### config.mk
export PLATFORM = sky130hd
export DESIGN_NAME = lc4_pipeline
export DESIGN_NICKNAME = d
export VERILOG_FILES = /design/src/lc4_isa_pkg.sv /design/src/lc4_pipe_pkg.sv /design/src/lc4_fetch.sv /design/src/lc4_decoder.sv /design/src/lc4_regfile.sv /design/src/lc4_decode.sv /design/src/lc4_alu.sv /design/src/lc4_execute.sv /design/src/lc4_memory.sv /design/src/lc4_pipeline.sv
export VERILOG_INCLUDE_DIRS = /design/src
export SDC_FILE = /design/constraint.sdc
export NUM_CORES = 1
export LEC_CHECK = 0
export BUFFER_PORTS_ARGS = -buffer_cell sky130_fd_sc_hd__buf_2
export CORE_ASPECT_RATIO = 0.6
export CORE_UTILIZATION = 40
export CTS_BUF_LIST = sky130_fd_sc_hd__clkbuf_4 sky130_fd_sc_hd__clkbuf_8 sky130_fd_sc_hd__clkbuf_16
export DETAILED_ROUTE_END_ITERATION = 10
export GPL_TIMING_DRIVEN = 0
export HOLD_SLACK_MARGIN = 0.05
export SYNTH_ARGS = -nofsm -noshare
export SYNTH_HDL_FRONTEND = slang
export SYNTH_SLANG_ARGS = --single-unit
export TNS_END_PERCENT = 30
### constraint.sdc
create_clock -name gwe -period 6.1 [get_ports gwe]
set_input_delay 0.915 -clock gwe [delete_from_list [all_inputs] [get_ports gwe]]
set_output_delay 0.915 -clock gwe [all_outputs]
set_load 0.1 [all_outputs]
### src/lc4_defs.svh
`ifndef LC4_DEFS_SVH
`define LC4_DEFS_SVH

// machine word width in bits
`define LC4_WORD_W 16

// general purpose registers r0..r7
`define LC4_REG_CNT 8

// address of the first fetch after reset
`define LC4_RESET_PC 16'h8200

// upper bound in cycles on any single wait in simulation
`define LC4_HALT_CYCLES 20000

`endif

### src/lc4_isa_pkg.sv
`include "lc4_defs.svh"

package lc4_isa_pkg;

   typedef logic [`LC4_WORD_W-1:0] lc4_word_t;
   typedef logic [$clog2(`LC4_REG_CNT)-1:0] lc4_reg_t;

   // only the opcodes this core executes, any other value decodes to a bubble
   typedef enum logic [3:0] {
      op_br    = 4'b0000,
      op_arith = 4'b0001,
      op_logic = 4'b0101,
      op_ldr   = 4'b0110,
      op_str   = 4'b0111,
      op_const = 4'b1001
   } lc4_opcode_t;

   typedef struct packed {
      logic n;
      logic z;
      logic p;
   } lc4_nzp_t;

   // register ops, sub[2] set means ADD-immediate with imm5 in the low bits
   typedef struct packed {
      lc4_opcode_t opcode;
      lc4_reg_t    rd;
      lc4_reg_t    rs;
      logic [2:0]  sub;
      lc4_reg_t    rt;
   } lc4_rform_t;

   // LDR rd or STR rt, base register rs
   typedef struct packed {
      lc4_opcode_t opcode;
      lc4_reg_t    rd;
      lc4_reg_t    rs;
      logic [5:0]  imm;
   } lc4_oform_t;

   // CONST rd or BR nzp mask
   typedef struct packed {
      lc4_opcode_t opcode;
      logic [2:0]  rd;
      logic [8:0]  imm;
   } lc4_wform_t;

   typedef union packed {
      lc4_rform_t r;
      lc4_oform_t o;
      lc4_wform_t w;
   } lc4_insn_t;

endpackage

### src/lc4_pipe_pkg.sv
package lc4_pipe_pkg;

   import lc4_isa_pkg::*;

   // decoded control, all zero is a bubble
   typedef struct packed {
      lc4_reg_t rs;
      logic     rs_re;
      lc4_reg_t rt;
      logic     rt_re;
      lc4_reg_t rd;
      logic     regfile_we;
      logic     nzp_we;
      logic     is_load;
      logic     is_store;
      logic     is_branch;
   } lc4_ctrl_t;

   typedef struct packed {
      lc4_word_t pc;
      lc4_insn_t insn;
      logic      valid;
   } lc4_fd_t;

   typedef struct packed {
      lc4_word_t pc;
      lc4_insn_t insn;
      lc4_ctrl_t ctrl;
      lc4_word_t rs_data;
      lc4_word_t rt_data;
   } lc4_dx_t;

   typedef struct packed {
      lc4_insn_t insn;
      lc4_ctrl_t ctrl;
      lc4_word_t alu_out;
      lc4_word_t store_data;
   } lc4_xm_t;

   // register and flag update of one instruction
   typedef struct packed {
      logic      we;
      lc4_reg_t  rd;
      lc4_word_t data;
      logic      nzp_we;
      lc4_nzp_t  nzp;
   } lc4_wb_t;

endpackage

### src/lc4_fetch.sv
`include "lc4_defs.svh"

module lc4_fetch (
   input  logic                   gwe,
   input  logic                   i_rst_n,
   input  logic                   i_stall,
   input  logic                   i_redirect,
   input  lc4_isa_pkg::lc4_word_t i_target,
   input  lc4_isa_pkg::lc4_word_t i_imem_data,
   output lc4_isa_pkg::lc4_word_t o_imem_addr,
   output lc4_pipe_pkg::lc4_fd_t  o_fd
);

   import lc4_isa_pkg::*;

   lc4_word_t pc_q;
   lc4_word_t pc_next;

   // a taken branch wins over a load-use hold
   always_comb begin
      if (i_redirect) begin
         pc_next = i_target;
      end else if (i_stall) begin
         pc_next = pc_q;
      end else begin
         pc_next = pc_q + 1'b1;
      end
   end

   always_ff @(posedge gwe or negedge i_rst_n) begin
      if (!i_rst_n) begin
         pc_q <= `LC4_RESET_PC;
      end else begin
         pc_q <= pc_next;
      end
   end

   // fetch/decode register, the word fetched during a redirect is dropped
   always_ff @(posedge gwe or negedge i_rst_n) begin
      if (!i_rst_n) begin
         o_fd <= '0;
      end else if (i_redirect) begin
         o_fd <= '0;
      end else if (!i_stall) begin
         o_fd.pc    <= pc_q;
         o_fd.insn  <= i_imem_data;
         o_fd.valid <= 1'b1;
      end
   end

   assign o_imem_addr = pc_q;

endmodule

### src/lc4_decoder.sv
module lc4_decoder (
   input  lc4_isa_pkg::lc4_insn_t  i_insn,
   output lc4_pipe_pkg::lc4_ctrl_t o_ctrl
);

   import lc4_isa_pkg::*;

   logic rr_op;
   logic ri_op;

   always_comb begin
      rr_op  = 1'b0;
      ri_op  = 1'b0;
      o_ctrl = '0;

      // ADD, SUB, ADD-immediate, AND, OR, XOR; MUL, DIV, NOT and AND-immediate fall out
      if (i_insn.r.opcode == op_arith) begin
         ri_op = i_insn.r.sub[2];
         rr_op = (i_insn.r.sub == 3'b000) || (i_insn.r.sub == 3'b010);
      end else if (i_insn.r.opcode == op_logic) begin
         rr_op = (i_insn.r.sub == 3'b000) || (i_insn.r.sub == 3'b010) ||
                 (i_insn.r.sub == 3'b011);
      end

      if (rr_op || ri_op) begin
         o_ctrl.rs         = i_insn.r.rs;
         o_ctrl.rs_re      = 1'b1;
         o_ctrl.rt         = i_insn.r.rt;
         o_ctrl.rt_re      = rr_op;
         o_ctrl.rd         = i_insn.r.rd;
         o_ctrl.regfile_we = 1'b1;
         o_ctrl.nzp_we     = 1'b1;
      end

      case (i_insn.r.opcode)
         op_br: begin
            o_ctrl.is_branch = 1'b1;
         end
         op_ldr: begin
            o_ctrl.rs         = i_insn.o.rs;
            o_ctrl.rs_re      = 1'b1;
            o_ctrl.rd         = i_insn.o.rd;
            o_ctrl.regfile_we = 1'b1;
            o_ctrl.nzp_we     = 1'b1;
            o_ctrl.is_load    = 1'b1;
         end
         op_str: begin
            // the data register sits where a load has rd
            o_ctrl.rs       = i_insn.o.rs;
            o_ctrl.rs_re    = 1'b1;
            o_ctrl.rt       = i_insn.o.rd;
            o_ctrl.rt_re    = 1'b1;
            o_ctrl.is_store = 1'b1;
         end
         op_const: begin
            o_ctrl.rd         = i_insn.w.rd;
            o_ctrl.regfile_we = 1'b1;
            o_ctrl.nzp_we     = 1'b1;
         end
         default: begin
         end
      endcase
   end

endmodule

### src/lc4_regfile.sv
`include "lc4_defs.svh"

module lc4_regfile (
   input  logic                   gwe,
   input  logic                   i_rst_n,
   input  lc4_isa_pkg::lc4_reg_t  i_rs,
   input  lc4_isa_pkg::lc4_reg_t  i_rt,
   input  lc4_pipe_pkg::lc4_wb_t  i_wb,
   output lc4_isa_pkg::lc4_word_t o_rs_data,
   output lc4_isa_pkg::lc4_word_t o_rt_data
);

   import lc4_isa_pkg::*;

   lc4_word_t regs [`LC4_REG_CNT];

   always_ff @(posedge gwe or negedge i_rst_n) begin
      if (!i_rst_n) begin
         for (int i = 0; i < `LC4_REG_CNT; i++) begin
            regs[i] <= '0;
         end
      end else if (i_wb.we) begin
         regs[i_wb.rd] <= i_wb.data;
      end
   end

   // writeback lands in the read of the same cycle
   assign o_rs_data = (i_wb.we && i_wb.rd == i_rs) ? i_wb.data : regs[i_rs];
   assign o_rt_data = (i_wb.we && i_wb.rd == i_rt) ? i_wb.data : regs[i_rt];

endmodule

### src/lc4_decode.sv
module lc4_decode (
   input  logic                    gwe,
   input  logic                    i_rst_n,
   input  lc4_pipe_pkg::lc4_fd_t   i_fd,
   input  logic                    i_flush,
   input  lc4_pipe_pkg::lc4_ctrl_t i_x_ctrl,
   input  lc4_pipe_pkg::lc4_wb_t   i_wb,
   output logic                    o_stall,
   output lc4_pipe_pkg::lc4_dx_t   o_dx
);

   import lc4_isa_pkg::*;
   import lc4_pipe_pkg::*;

   lc4_ctrl_t dec_ctrl;
   lc4_ctrl_t ctrl;
   lc4_word_t rs_data;
   lc4_word_t rt_data;
   logic      rs_hit;
   logic      rt_hit;

   lc4_decoder u_decoder (
      .i_insn (i_fd.insn),
      .o_ctrl (dec_ctrl)
   );

   // an empty fetch slot carries no control
   assign ctrl = i_fd.valid ? dec_ctrl : '0;

   lc4_regfile u_regfile (
      .gwe       (gwe),
      .i_rst_n   (i_rst_n),
      .i_rs      (ctrl.rs),
      .i_rt      (ctrl.rt),
      .i_wb      (i_wb),
      .o_rs_data (rs_data),
      .o_rt_data (rt_data)
   );

   // store data of a load result is patched later, so only ALU and address operands wait
   assign rs_hit  = ctrl.rs_re && (ctrl.rs == i_x_ctrl.rd);
   assign rt_hit  = ctrl.rt_re && !ctrl.is_store && (ctrl.rt == i_x_ctrl.rd);
   assign o_stall = i_x_ctrl.is_load && i_x_ctrl.regfile_we && (rs_hit || rt_hit);

   always_ff @(posedge gwe or negedge i_rst_n) begin
      if (!i_rst_n) begin
         o_dx <= '0;
      end else begin
         o_dx.pc      <= i_fd.pc;
         o_dx.rs_data <= rs_data;
         o_dx.rt_data <= rt_data;
         if (o_stall || i_flush) begin
            o_dx.insn <= '0;
            o_dx.ctrl <= '0;
         end else begin
            o_dx.insn <= i_fd.insn;
            o_dx.ctrl <= ctrl;
         end
      end
   end

   // the bubble sent behind a load can never itself be a load
   a_stall_single : assert property (@(posedge gwe) disable iff (!i_rst_n)
      o_stall |=> !o_stall);

endmodule

### src/lc4_alu.sv
module lc4_alu (
   input  lc4_isa_pkg::lc4_insn_t i_insn,
   input  lc4_isa_pkg::lc4_word_t i_pc,
   input  lc4_isa_pkg::lc4_word_t i_a,
   input  lc4_isa_pkg::lc4_word_t i_b,
   output lc4_isa_pkg::lc4_word_t o_result
);

   import lc4_isa_pkg::*;

   lc4_word_t imm5;
   lc4_word_t imm6;
   lc4_word_t imm9;

   // sign extended immediates of the three formats
   assign imm5 = {{11{i_insn.o.imm[4]}}, i_insn.o.imm[4:0]};
   assign imm6 = {{10{i_insn.o.imm[5]}}, i_insn.o.imm};
   assign imm9 = {{7{i_insn.w.imm[8]}}, i_insn.w.imm};

   always_comb begin
      case (i_insn.r.opcode)
         op_arith: begin
            if (i_insn.r.sub[2]) begin
               o_result = i_a + imm5;
            end else if (i_insn.r.sub == 3'b010) begin
               o_result = i_a - i_b;
            end else begin
               o_result = i_a + i_b;
            end
         end
         op_logic: begin
            case (i_insn.r.sub)
               3'b010:  o_result = i_a | i_b;
               3'b011:  o_result = i_a ^ i_b;
               default: o_result = i_a & i_b;
            endcase
         end
         op_ldr, op_str: o_result = i_a + imm6;
         op_const:       o_result = imm9;
         // branch target, relative to the next sequential PC
         op_br:          o_result = i_pc + 1'b1 + imm9;
         default:        o_result = '0;
      endcase
   end

endmodule

### src/lc4_execute.sv
module lc4_execute (
   input  logic                   gwe,
   input  logic                   i_rst_n,
   input  lc4_pipe_pkg::lc4_dx_t  i_dx,
   input  lc4_pipe_pkg::lc4_wb_t  i_m_wb,
   input  lc4_pipe_pkg::lc4_wb_t  i_w_wb,
   input  lc4_isa_pkg::lc4_nzp_t  i_nzp,
   output logic                   o_redirect,
   output lc4_isa_pkg::lc4_word_t o_target,
   output lc4_pipe_pkg::lc4_xm_t  o_xm
);

   import lc4_isa_pkg::*;
   import lc4_pipe_pkg::*;

   lc4_word_t op_a;
   lc4_word_t op_b;
   lc4_word_t alu_out;
   lc4_nzp_t  nzp;

   // youngest older writer wins, the decode read is the fallback
   function automatic lc4_word_t fwd(
      input lc4_reg_t  r,
      input lc4_word_t rf_data,
      input lc4_wb_t   m_wb,
      input lc4_wb_t   w_wb
   );
      if (m_wb.we && m_wb.rd == r) begin
         return m_wb.data;
      end
      if (w_wb.we && w_wb.rd == r) begin
         return w_wb.data;
      end
      return rf_data;
   endfunction

   assign op_a = fwd(i_dx.ctrl.rs, i_dx.rs_data, i_m_wb, i_w_wb);
   assign op_b = fwd(i_dx.ctrl.rt, i_dx.rt_data, i_m_wb, i_w_wb);

   lc4_alu u_alu (
      .i_insn   (i_dx.insn),
      .i_pc     (i_dx.pc),
      .i_a      (op_a),
      .i_b      (op_b),
      .o_result (alu_out)
   );

   // flags of a load right ahead come from the memory stage
   always_comb begin
      if (i_m_wb.nzp_we) begin
         nzp = i_m_wb.nzp;
      end else if (i_w_wb.nzp_we) begin
         nzp = i_w_wb.nzp;
      end else begin
         nzp = i_nzp;
      end
   end

   // mask 000 is a nop and never redirects
   assign o_redirect = i_dx.ctrl.is_branch && (|(i_dx.insn.w.rd & nzp));
   assign o_target   = alu_out;

   always_ff @(posedge gwe or negedge i_rst_n) begin
      if (!i_rst_n) begin
         o_xm <= '0;
      end else begin
         o_xm.insn       <= i_dx.insn;
         o_xm.ctrl       <= i_dx.ctrl;
         o_xm.alu_out    <= alu_out;
         o_xm.store_data <= op_b;
      end
   end

   // decode flushes behind a taken branch, so a second branch cannot follow directly
   a_redirect_single : assert property (@(posedge gwe) disable iff (!i_rst_n)
      o_redirect |=> !o_redirect);

endmodule

### src/lc4_memory.sv
module lc4_memory (
   input  logic                   gwe,
   input  logic                   i_rst_n,
   input  lc4_pipe_pkg::lc4_xm_t  i_xm,
   input  lc4_isa_pkg::lc4_word_t i_dmem_rdata,
   output lc4_isa_pkg::lc4_word_t o_dmem_addr,
   output lc4_isa_pkg::lc4_word_t o_dmem_wdata,
   output logic                   o_dmem_we,
   output lc4_pipe_pkg::lc4_wb_t  o_m_wb,
   output lc4_pipe_pkg::lc4_wb_t  o_w_wb,
   output lc4_isa_pkg::lc4_nzp_t  o_nzp
);

   import lc4_isa_pkg::*;

   lc4_word_t result;
   logic      mem_op;

   assign mem_op      = i_xm.ctrl.is_load || i_xm.ctrl.is_store;
   assign o_dmem_addr = mem_op ? i_xm.alu_out : '0;
   assign o_dmem_we   = i_xm.ctrl.is_store;

   // writer now in writeback overrides the store data
   assign o_dmem_wdata = (o_w_wb.we && o_w_wb.rd == i_xm.ctrl.rt) ? o_w_wb.data
                                                                 : i_xm.store_data;

   assign result = i_xm.ctrl.is_load ? i_dmem_rdata : i_xm.alu_out;

   // candidate bus, forwarded to execute before it is registered
   always_comb begin
      o_m_wb.we     = i_xm.ctrl.regfile_we;
      o_m_wb.rd     = i_xm.ctrl.rd;
      o_m_wb.data   = result;
      o_m_wb.nzp_we = i_xm.ctrl.nzp_we;
      o_m_wb.nzp.n  = result[15];
      o_m_wb.nzp.z  = (result == '0);
      o_m_wb.nzp.p  = !result[15] && (result != '0);
   end

   always_ff @(posedge gwe or negedge i_rst_n) begin
      if (!i_rst_n) begin
         o_w_wb <= '0;
      end else begin
         o_w_wb <= o_m_wb;
      end
   end

   // flags commit with the register write; registers start at zero, so Z
   always_ff @(posedge gwe or negedge i_rst_n) begin
      if (!i_rst_n) begin
         o_nzp <= 3'b010;
      end else if (o_w_wb.nzp_we) begin
         o_nzp <= o_w_wb.nzp;
      end
   end

   // raw opcode against the decoded control carried down the pipe
   a_no_store_on_load : assert property (@(posedge gwe) disable iff (!i_rst_n)
      !(o_dmem_we && i_xm.insn.r.opcode == op_ldr));

endmodule

### src/lc4_pipeline.sv
module lc4_pipeline (
   input  logic                   gwe,
   input  logic                   i_rst_n,
   input  lc4_isa_pkg::lc4_word_t i_imem_data,
   input  lc4_isa_pkg::lc4_word_t i_dmem_rdata,
   output lc4_isa_pkg::lc4_word_t o_imem_addr,
   output lc4_isa_pkg::lc4_word_t o_dmem_addr,
   output lc4_isa_pkg::lc4_word_t o_dmem_wdata,
   output logic                   o_dmem_we
);

   import lc4_isa_pkg::*;
   import lc4_pipe_pkg::*;

   lc4_fd_t   fd;
   lc4_dx_t   dx;
   lc4_xm_t   xm;
   lc4_wb_t   m_wb;
   lc4_wb_t   w_wb;
   lc4_nzp_t  nzp;
   lc4_word_t target;
   logic      stall;
   logic      redirect;

   lc4_fetch u_fetch (
      .gwe         (gwe),
      .i_rst_n     (i_rst_n),
      .i_stall     (stall),
      .i_redirect  (redirect),
      .i_target    (target),
      .i_imem_data (i_imem_data),
      .o_imem_addr (o_imem_addr),
      .o_fd        (fd)
   );

   lc4_decode u_decode (
      .gwe      (gwe),
      .i_rst_n  (i_rst_n),
      .i_fd     (fd),
      .i_flush  (redirect),
      .i_x_ctrl (dx.ctrl),
      .i_wb     (w_wb),
      .o_stall  (stall),
      .o_dx     (dx)
   );

   lc4_execute u_execute (
      .gwe        (gwe),
      .i_rst_n    (i_rst_n),
      .i_dx       (dx),
      .i_m_wb     (m_wb),
      .i_w_wb     (w_wb),
      .i_nzp      (nzp),
      .o_redirect (redirect),
      .o_target   (target),
      .o_xm       (xm)
   );

   lc4_memory u_memory (
      .gwe          (gwe),
      .i_rst_n      (i_rst_n),
      .i_xm         (xm),
      .i_dmem_rdata (i_dmem_rdata),
      .o_dmem_addr  (o_dmem_addr),
      .o_dmem_wdata (o_dmem_wdata),
      .o_dmem_we    (o_dmem_we),
      .o_m_wb       (m_wb),
      .o_w_wb       (w_wb),
      .o_nzp        (nzp)
   );

endmodule

==> metrics.cfg, run 1 <==
[detailed_routing]
drt-total-wl_um = 64100
drcViolationCount = 0
dr_total_vias = 15300
drt_iter0_markers = 1850
first_pass_iters = 6
ant_nets = 0
wl_per_cell_um = 24.9
via_per_inst = 5.95

[clock_network]
holdBufCountCts = 0
cts.sinks = 320
cts.reportedPaths.clkPinSlew_ps = 70
cts_root_buf = clkbuf_16
cts_made_buffers = 31
cts_tree = built
insertion_delay_ps = 600
clk_path_buf_depth = 3
cts_max_level = 1

[synthesis]
yosysTopAreaCell = dfrtp_1
async_flop_share = 1.00
synth.area.top_cells = dfrtp_1 43%, mux2_2 10%, mux2i_1 5.1%
synth-seq-cells = 320
avgSynthCellArea_um2 = 10.3
synth.distinct_cells = 77
yosys_warnings = 0
syn_nets = 1899
synth-main-ff-cell = dfrtp_1
synthCells = 1797
synth_top_area_frac = 0.429
synth.cell_area_um2 = 18500
synth-edff-count = 0
seq_area_frac_synth = 0.433

[pwr]
powerDensity_nw_per_um2 = 512
p_clk_frac = 0.200
total_power_uw = 10900
leakagePower_uw = 0.00988
p_int_uw = 5930
power_switching_uw = 4950
pwr-share-comb = 0.505
ir_drop_mv = 0.472
seqPwrFrac = 0.295
switching_share = 0.455

[setup_path]
crit_buf_inv = 4
cp_top_family = compound AO/OA/AOI/OAI gates
startpoint_type = flop
worst-r2r-setup-slack_ps = 80
crit_chain = xor2_2 > or4_4 > buf_12 > buf_8 > mux2i_4 > o21ai_4 > inv_2 > ha_4 > or3_1 > a211o_1 > a21o_1 > nor4b_4 > buf_4 > nor3_2 > a311oi_2 > xnor2_1 > o21ai_0 > ha_1 > and2_1 > a221o_1 > xnor2_1 > nor2_1 > a211o_1 > mux2_2
worstSetupEndpointType = flop
timing.rr.start = u_decode.o_dx[43]$_DFF_PN0_
worstPathMaxFanout = 10
crit_start = u_decode.o_dx[43]$_DFF_PN0_
reg2reg_to = u_fetch.o_imem_addr[13]$_DFFE_PN0P_
critPathCapture = u_fetch.o_imem_addr[13]$_DFFE_PN0P_
cp_slowest_cell = or4_4
cp.depth = 24
r2r_cells = 24
max_stage_delay_ps = 540
critical_path_class = reg2reg
arrival_ps = 6510
worstPathRequired_ps = 6590

[timing]
fin_crit_sh = 0.987
worst_pin_slew_ps = 1400
relSlewSlack = 0.0610
setup_viol = 0
rsz0062_at_grt = yes
skew_ps = 13.2
drv_slew = 0
hold_violations = 0
fmax_mhz = 166
layout_min_cycle_time_ps = 6020
hold_ws_ps = 352

[floorplanning]
core_area_um2 = 45200
io_pins = 83
dieArea_um2 = 47100
fp.dieW_um = 280
dieHeight_um = 169
start_util = 0.409
rows = 60

[global_route]
antenna_found_initial = 4
grt_pass1_wl_um = 94100
grt_max_degree = 126
grt_usage = 0.269
grt_pass1_vias = 14200
grt-ovfl-total = 0

[finish]
insertedDiodeCount = 0
instances_no_fill = 2576
nets = 2033
area_growth_pct = 15.0
drive_gt1_frac = 0.224

[placement]
dp_cells = 2502
port-buffer-count = 82
place.gp.congestion = 1.06
dp_hpwl_um = 49800

[run]
cap_violations = 0

[worst_hold_path]
min_path_type = in2async

[run_status]
status = finished, final reports clean

-- cell usage in the layout (no fill, tap or decap), types with 63 or more instances in the layout --
| master | instances |
|---|---|
| nor2_1 | 183 |
| buf_2 | 85 |
| clkbuf_1 | 90 |
| xnor2_1 | 65 |
| ha_1 | 63 |
| mux2i_1 | 91 |
| a21oi_1 | 87 |
| dfrtp_1 | 315 |
| nand2_1 | 152 |
| mux2_2 | 170 |
-- per-layer routing --
metal  GRT usage  part of all wire  routed length (um)
met1       0.455              0.51               32400
met2       0.327              0.36               23400
met3      0.0752              0.11                7340
met4      0.0378             0.015                 963
met5           0                 0                   0
-- layout make-up --
cell class	count	area, um2
timing repair buffer	103	618
tap	620	776
multi-input combinational	1307	10000
sequential	320	8010
inverter	58	218
clock inverter	14	244
buffer	110	468
clock buffer	44	905
fill	4233	23900
-- kinds of logic (layout without fill, tap and decap cells) --
logic type                 count (synthesis)  after routing  share of synthesized area
buffers and inverters                    170            329                     0.0365
adders and majority gates                 68             68                     0.0468
and+or+nand+nor                          536            536                      0.135
AOI/OAI and AO/OA                        321            321                      0.114
muxes                                    296            296                      0.193
xor gates and xnor gates                  86             86                     0.0407
DFF                                      320            320                      0.433
-- worst min path at each step --
stage	start	endpoint	depth (start not counted)
6_report	i_rst_n	u_execute.o_xm[2]$_DFF_PN0_	1
5_1_grt	u_decode.o_dx[33]$_DFF_PN0_	u_execute.o_xm[33]$_DFF_PN0_	0
4_1_cts	u_decode.o_dx[33]$_DFF_PN0_	u_execute.o_xm[33]$_DFF_PN0_	0
3_5_place_dp	u_decode.o_dx[33]$_DFF_PN0_	u_execute.o_xm[33]$_DFF_PN0_	0
3_3_place_gp	u_decode.o_dx[33]$_DFF_PN0_	u_execute.o_xm[33]$_DFF_PN0_	0
2_1_floorplan	u_decode.o_dx[33]$_DFF_PN0_	u_execute.o_xm[33]$_DFF_PN0_	0
-- cells in the mapped netlist, drive strengths merged, types with 4 or more instances --
library cell  instances
or4                   4
and3                 14
a211oi                9
xnor2                66
nand3                42
o221ai               19
nand4                14
o22ai                 4
nor4                  5
nor3                 20
mux2i                94
or3                   9
o21a                  4
nor2b                24
dfrtp               317
a211o                 5
o41ai                 5
a21oi                93
a221oi                8
a21o                 29
a221o                 5
xor2                 20
nor3b                 6
a31oi                27
nor2                183
mux2                170
mux4                 32
a22oi                 5
inv                  57
and2                 31
or2                   8
o211ai               10
o21ai                66
clkbuf               95
nand2               153
buf                  17
nand2b                9
o31ai                 5
ha                   66
-- state kept, by name, indices dropped and copies added (netlist names) --
| signal | flops |
|---|---|
| u_decode.u_regfile.regs | 128 |
| u_decode.o_dx | 77 |
| u_execute.o_xm | 41 |
| u_fetch.o_fd | 33 |
| u_memory.o_w_wb | 22 |
| u_fetch.o_imem_addr | 16 |
| u_memory.o_nzp | 3 |
-- what timing repair did --
action	in CTS	in global routing
pin swaps	14	21
setup buffers	6	11
resized for setup	33	34
setup endpoints to repair	26	17
-- power groups by stage --
stage               logic [uW]  registers [uW]  clock network [uW]
finish                    5500            3210                2180
floorplan                 3330            3360                   0
global route              5810            3260                2300
detailed placement        5030            3220                   0
CTS                       5170            3190                2200
global placement          4950            3200                   0
-- metrics by stage --
step | setup TNS (ps) | utilization | area [um2] | setup slack, ps
finish | 0 | 0.470 | 21300 | 76.9
global route | -72.0 | 0.470 | 21300 | -36.9
detailed placement | -20970 | 0.437 | 19700 | -1510
floorplan | 0 | - | 18500 | 82.7
global placement | -640670 | 0.435 | 19700 | -2010
CTS | 0 | 0.466 | 21000 | 20.3
(Power assumes the default switching activity.)
==> inputs of run 2 (changes only) <==
--- a/config.mk
+++ b/config.mk
@@ -8,11 +8,12 @@
 export LEC_CHECK = 0
 export BUFFER_PORTS_ARGS = -buffer_cell sky130_fd_sc_hd__buf_2
 export CORE_ASPECT_RATIO = 0.6
-export CORE_UTILIZATION = 40
+export CORE_UTILIZATION = 45
 export CTS_BUF_LIST = sky130_fd_sc_hd__clkbuf_4 sky130_fd_sc_hd__clkbuf_8 sky130_fd_sc_hd__clkbuf_16
 export DETAILED_ROUTE_END_ITERATION = 10
 export GPL_TIMING_DRIVEN = 0
 export HOLD_SLACK_MARGIN = 0.05
+export REMOVE_ABC_BUFFERS = 1
 export SYNTH_ARGS = -nofsm -noshare
 export SYNTH_HDL_FRONTEND = slang
 export SYNTH_SLANG_ARGS = --single-unit
==> run 2 against run 1 <==
Against the previous run:
- hold slack got worse by 63 ps
- first-iteration DRC count decreased by 16%
- clock-buffer cell count up 6
- largest cell class unchanged
- clock skew grew 11 ps
- non-clock buffer count is 90 lower
==> metrics.cfg, run 2 (synthesized netlist as in run 1, its figures left out) <==
[timing]
layout_min_cycle_time_ps = 5950  ; -74.3 ps
hold_violations = 0  ; unchanged
skew_ps = 24.5  ; +11.4 ps
fmax_mhz = 168  ; +1.2%
fin_crit_sh = 0.975  ; -0.0122
drv_slew = 0  ; unchanged
tns_ps = 0  ; unchanged
setup_viol = 0  ; unchanged
relSlewSlack = 0.0700  ; +0.00910
worst_pin_slew_ps = 1390  ; -7.63 ps

[finish]
largest_register = u_decode.u_regfile.regs
insertedDiodeCount = 0  ; unchanged
fin_area_um2 = 21000  ; -1.4%
largest_register_ffs = 128  ; unchanged
area_growth_pct = 13.4
drive_gt1_frac = 0.242  ; +0.0179
top_regs = u_decode.u_regfile.regs (128), u_decode.o_dx (77), u_execute.o_xm (41)
nets = 1946  ; -4.3%
utilization = 0.518  ; +0.0480
final_common_cell = dfrtp_1
final_cell_mix = 308 x dfrtp_1, 181 x nor2_1, 170 x mux2_2, 151 x nand2_1, 94 x mux2i_1

[global_route]
grt-ovfl-total = 0  ; unchanged
grt_max_degree = 123  ; -2.4%
grt_use_met3 = 0.0532  ; -0.0220
grt_pass1_wl_um = 83200  ; -12%
antenna_found_initial = 2  ; -2
grt_usage = 0.256  ; -0.0124
grt_use_met1 = 0.417  ; -0.0384
use_met2 = 0.345  ; +0.0171
busiest_layer = met1
grt_pass1_vias = 13800  ; -3.2%

[placement]
place_area_um2 = 19500  ; -1.3%
port-buffer-count = 82  ; unchanged
dp_hpwl_um = 37500  ; -25%
place.gp.congestion = 0.893  ; -16%

[detailed_routing]
via_per_inst = 5.95  ; about the same
drt_iter0_markers = 1562  ; -16%
drt-total-wl_um = 53300  ; -17%
drcViolationCount = 0  ; unchanged
first_pass_iters = 8  ; +2
ant_nets = 0  ; unchanged
dr_total_vias = 14300  ; -6.8%
wl_per_cell_um = 22.2  ; -11%

[floorplanning]
core_area_um2 = 40400  ; -11%
rows = 57  ; -5.0%
start_util = 0.457  ; +0.0481
fp.dieW_um = 264  ; -5.7%
io_pins = 83  ; unchanged
dieHeight_um = 159  ; -5.6%
dieArea_um2 = 41900  ; -11%

[run_status]
status = finished, final reports clean

[clock_network]
clk_path_buf_depth = 3  ; unchanged
cts_max_level = 1  ; unchanged
cts_made_buffers = 31  ; unchanged
cts_tree = built
holdBufCountCts = 0  ; unchanged
cts.reportedPaths.clkPinSlew_ps = 70  ; about the same
cts_root_buf = clkbuf_16
insertion_delay_ps = 600  ; about the same
cts.sinks = 320  ; unchanged

[pwr]
powerDensity_nw_per_um2 = 479  ; -6.4%
ir_drop_mv = 0.294  ; -38%
leakagePower_uw = 0.00983  ; -0.53%

[setup_path]
arrival_ps = 6410  ; -100 ps
crit_start = u_decode.o_dx[42]$_DFF_PN0_
timing.rr.start = u_decode.o_dx[42]$_DFF_PN0_
r2r_cells = 25  ; +4.2%
critical_path_class = reg2reg
worstPathRequired_ps = 6560  ; -30 ps
worstPathMaxFanout = 7  ; -3
startpoint_type = flop
worstSetupEndpointType = flop

[run]
cap_violations = 0  ; unchanged

[worst_hold_path]
min_path_type = in2async

-- run 2: metrics by stage --
stage | worst slack, ps | hold WS, ps | power, uW | instances
final | 151 | 289 | 10000 | 2400
after global routing | -19.9 | 359 | 10600 | 2400
after CTS | 1.45 | 318 | 9900 | 2381
after detailed placement | -1190 | 342 | 7860 | 2316
after global placement | -4740 | 340 | 7730 | 2298
after floorplan | -1440 | 331 | 6680 | 1685
-- run 2: area by class of cell --
cell class	instances	area [um2]
clock buffer	50	950
clock inverter	8	71.3
fill	3604	19500
inverter	58	218
multi-input combinational	1310	10100
sequential	320	8030
tap	531	664
timing repair buffer	123	946
-- run 2: path summary, 6_finish.rpt --
kind                                                                end  slack (ps)
worst max register to register      u_fetch.o_imem_addr[14]$_DFFE_PN0P_         150
worst min-delay path            u_decode.u_regfile.regs[13]$_DFFE_PN0P_         290
worst max-delay path                u_fetch.o_imem_addr[14]$_DFFE_PN0P_         150
max in group asynchronous                 u_memory.o_w_wb[21]$_DFF_PN0_        4190
min in group gwe                           u_execute.o_xm[33]$_DFF_PN0_         350
worst min register to register             u_execute.o_xm[33]$_DFF_PN0_         350
-- run 2: layer usage --
layer  part of all wire  wire, um  vias to the layer above
met3              0.084      4470                       66
met1               0.50     26600                     7216
met2               0.40     21400                      526
met4              0.017       921                        0
met5                  0         0                        -
li1                   -         -                     6481
-- run 2: what timing repair did --
action / CTS / global route
pin swaps: 4 / 10
resized for setup: 22 / 27
setup endpoints to repair: 20 / 11
hold endpoints to repair: 0 / 0
setup buffers: 5 / 12
cloned: 2 / 1
-- run 2: report_power, final --
part / internal, uW / switching (uW)
clock network: 1110 / 860
registers: 2700 / 576
logic: 1820 / 2980
-- run 2: worst max-delay path, stage by stage, from the launching register on --
cell and delay, ps:
dfrtp_1 520, xor2_2 290, or4_4 480, mux2i_1 150, o21ai_2 190, inv_1 130, ha_4 210, or3_1 390
a211o_1 350, a21oi_4 180, xnor2_1 110, nand2_1 100, nand2_1 60, a22o_1 270, ha_1 320, o21ai_1 120
a21boi_2 190, o21ai_2 90, a21boi_2 180, o21ai_1 130, a21oi_2 220, o211ai_1 190, a211oi_1 280, a31oi_1 70
a221o_1 330, mux2_2 260
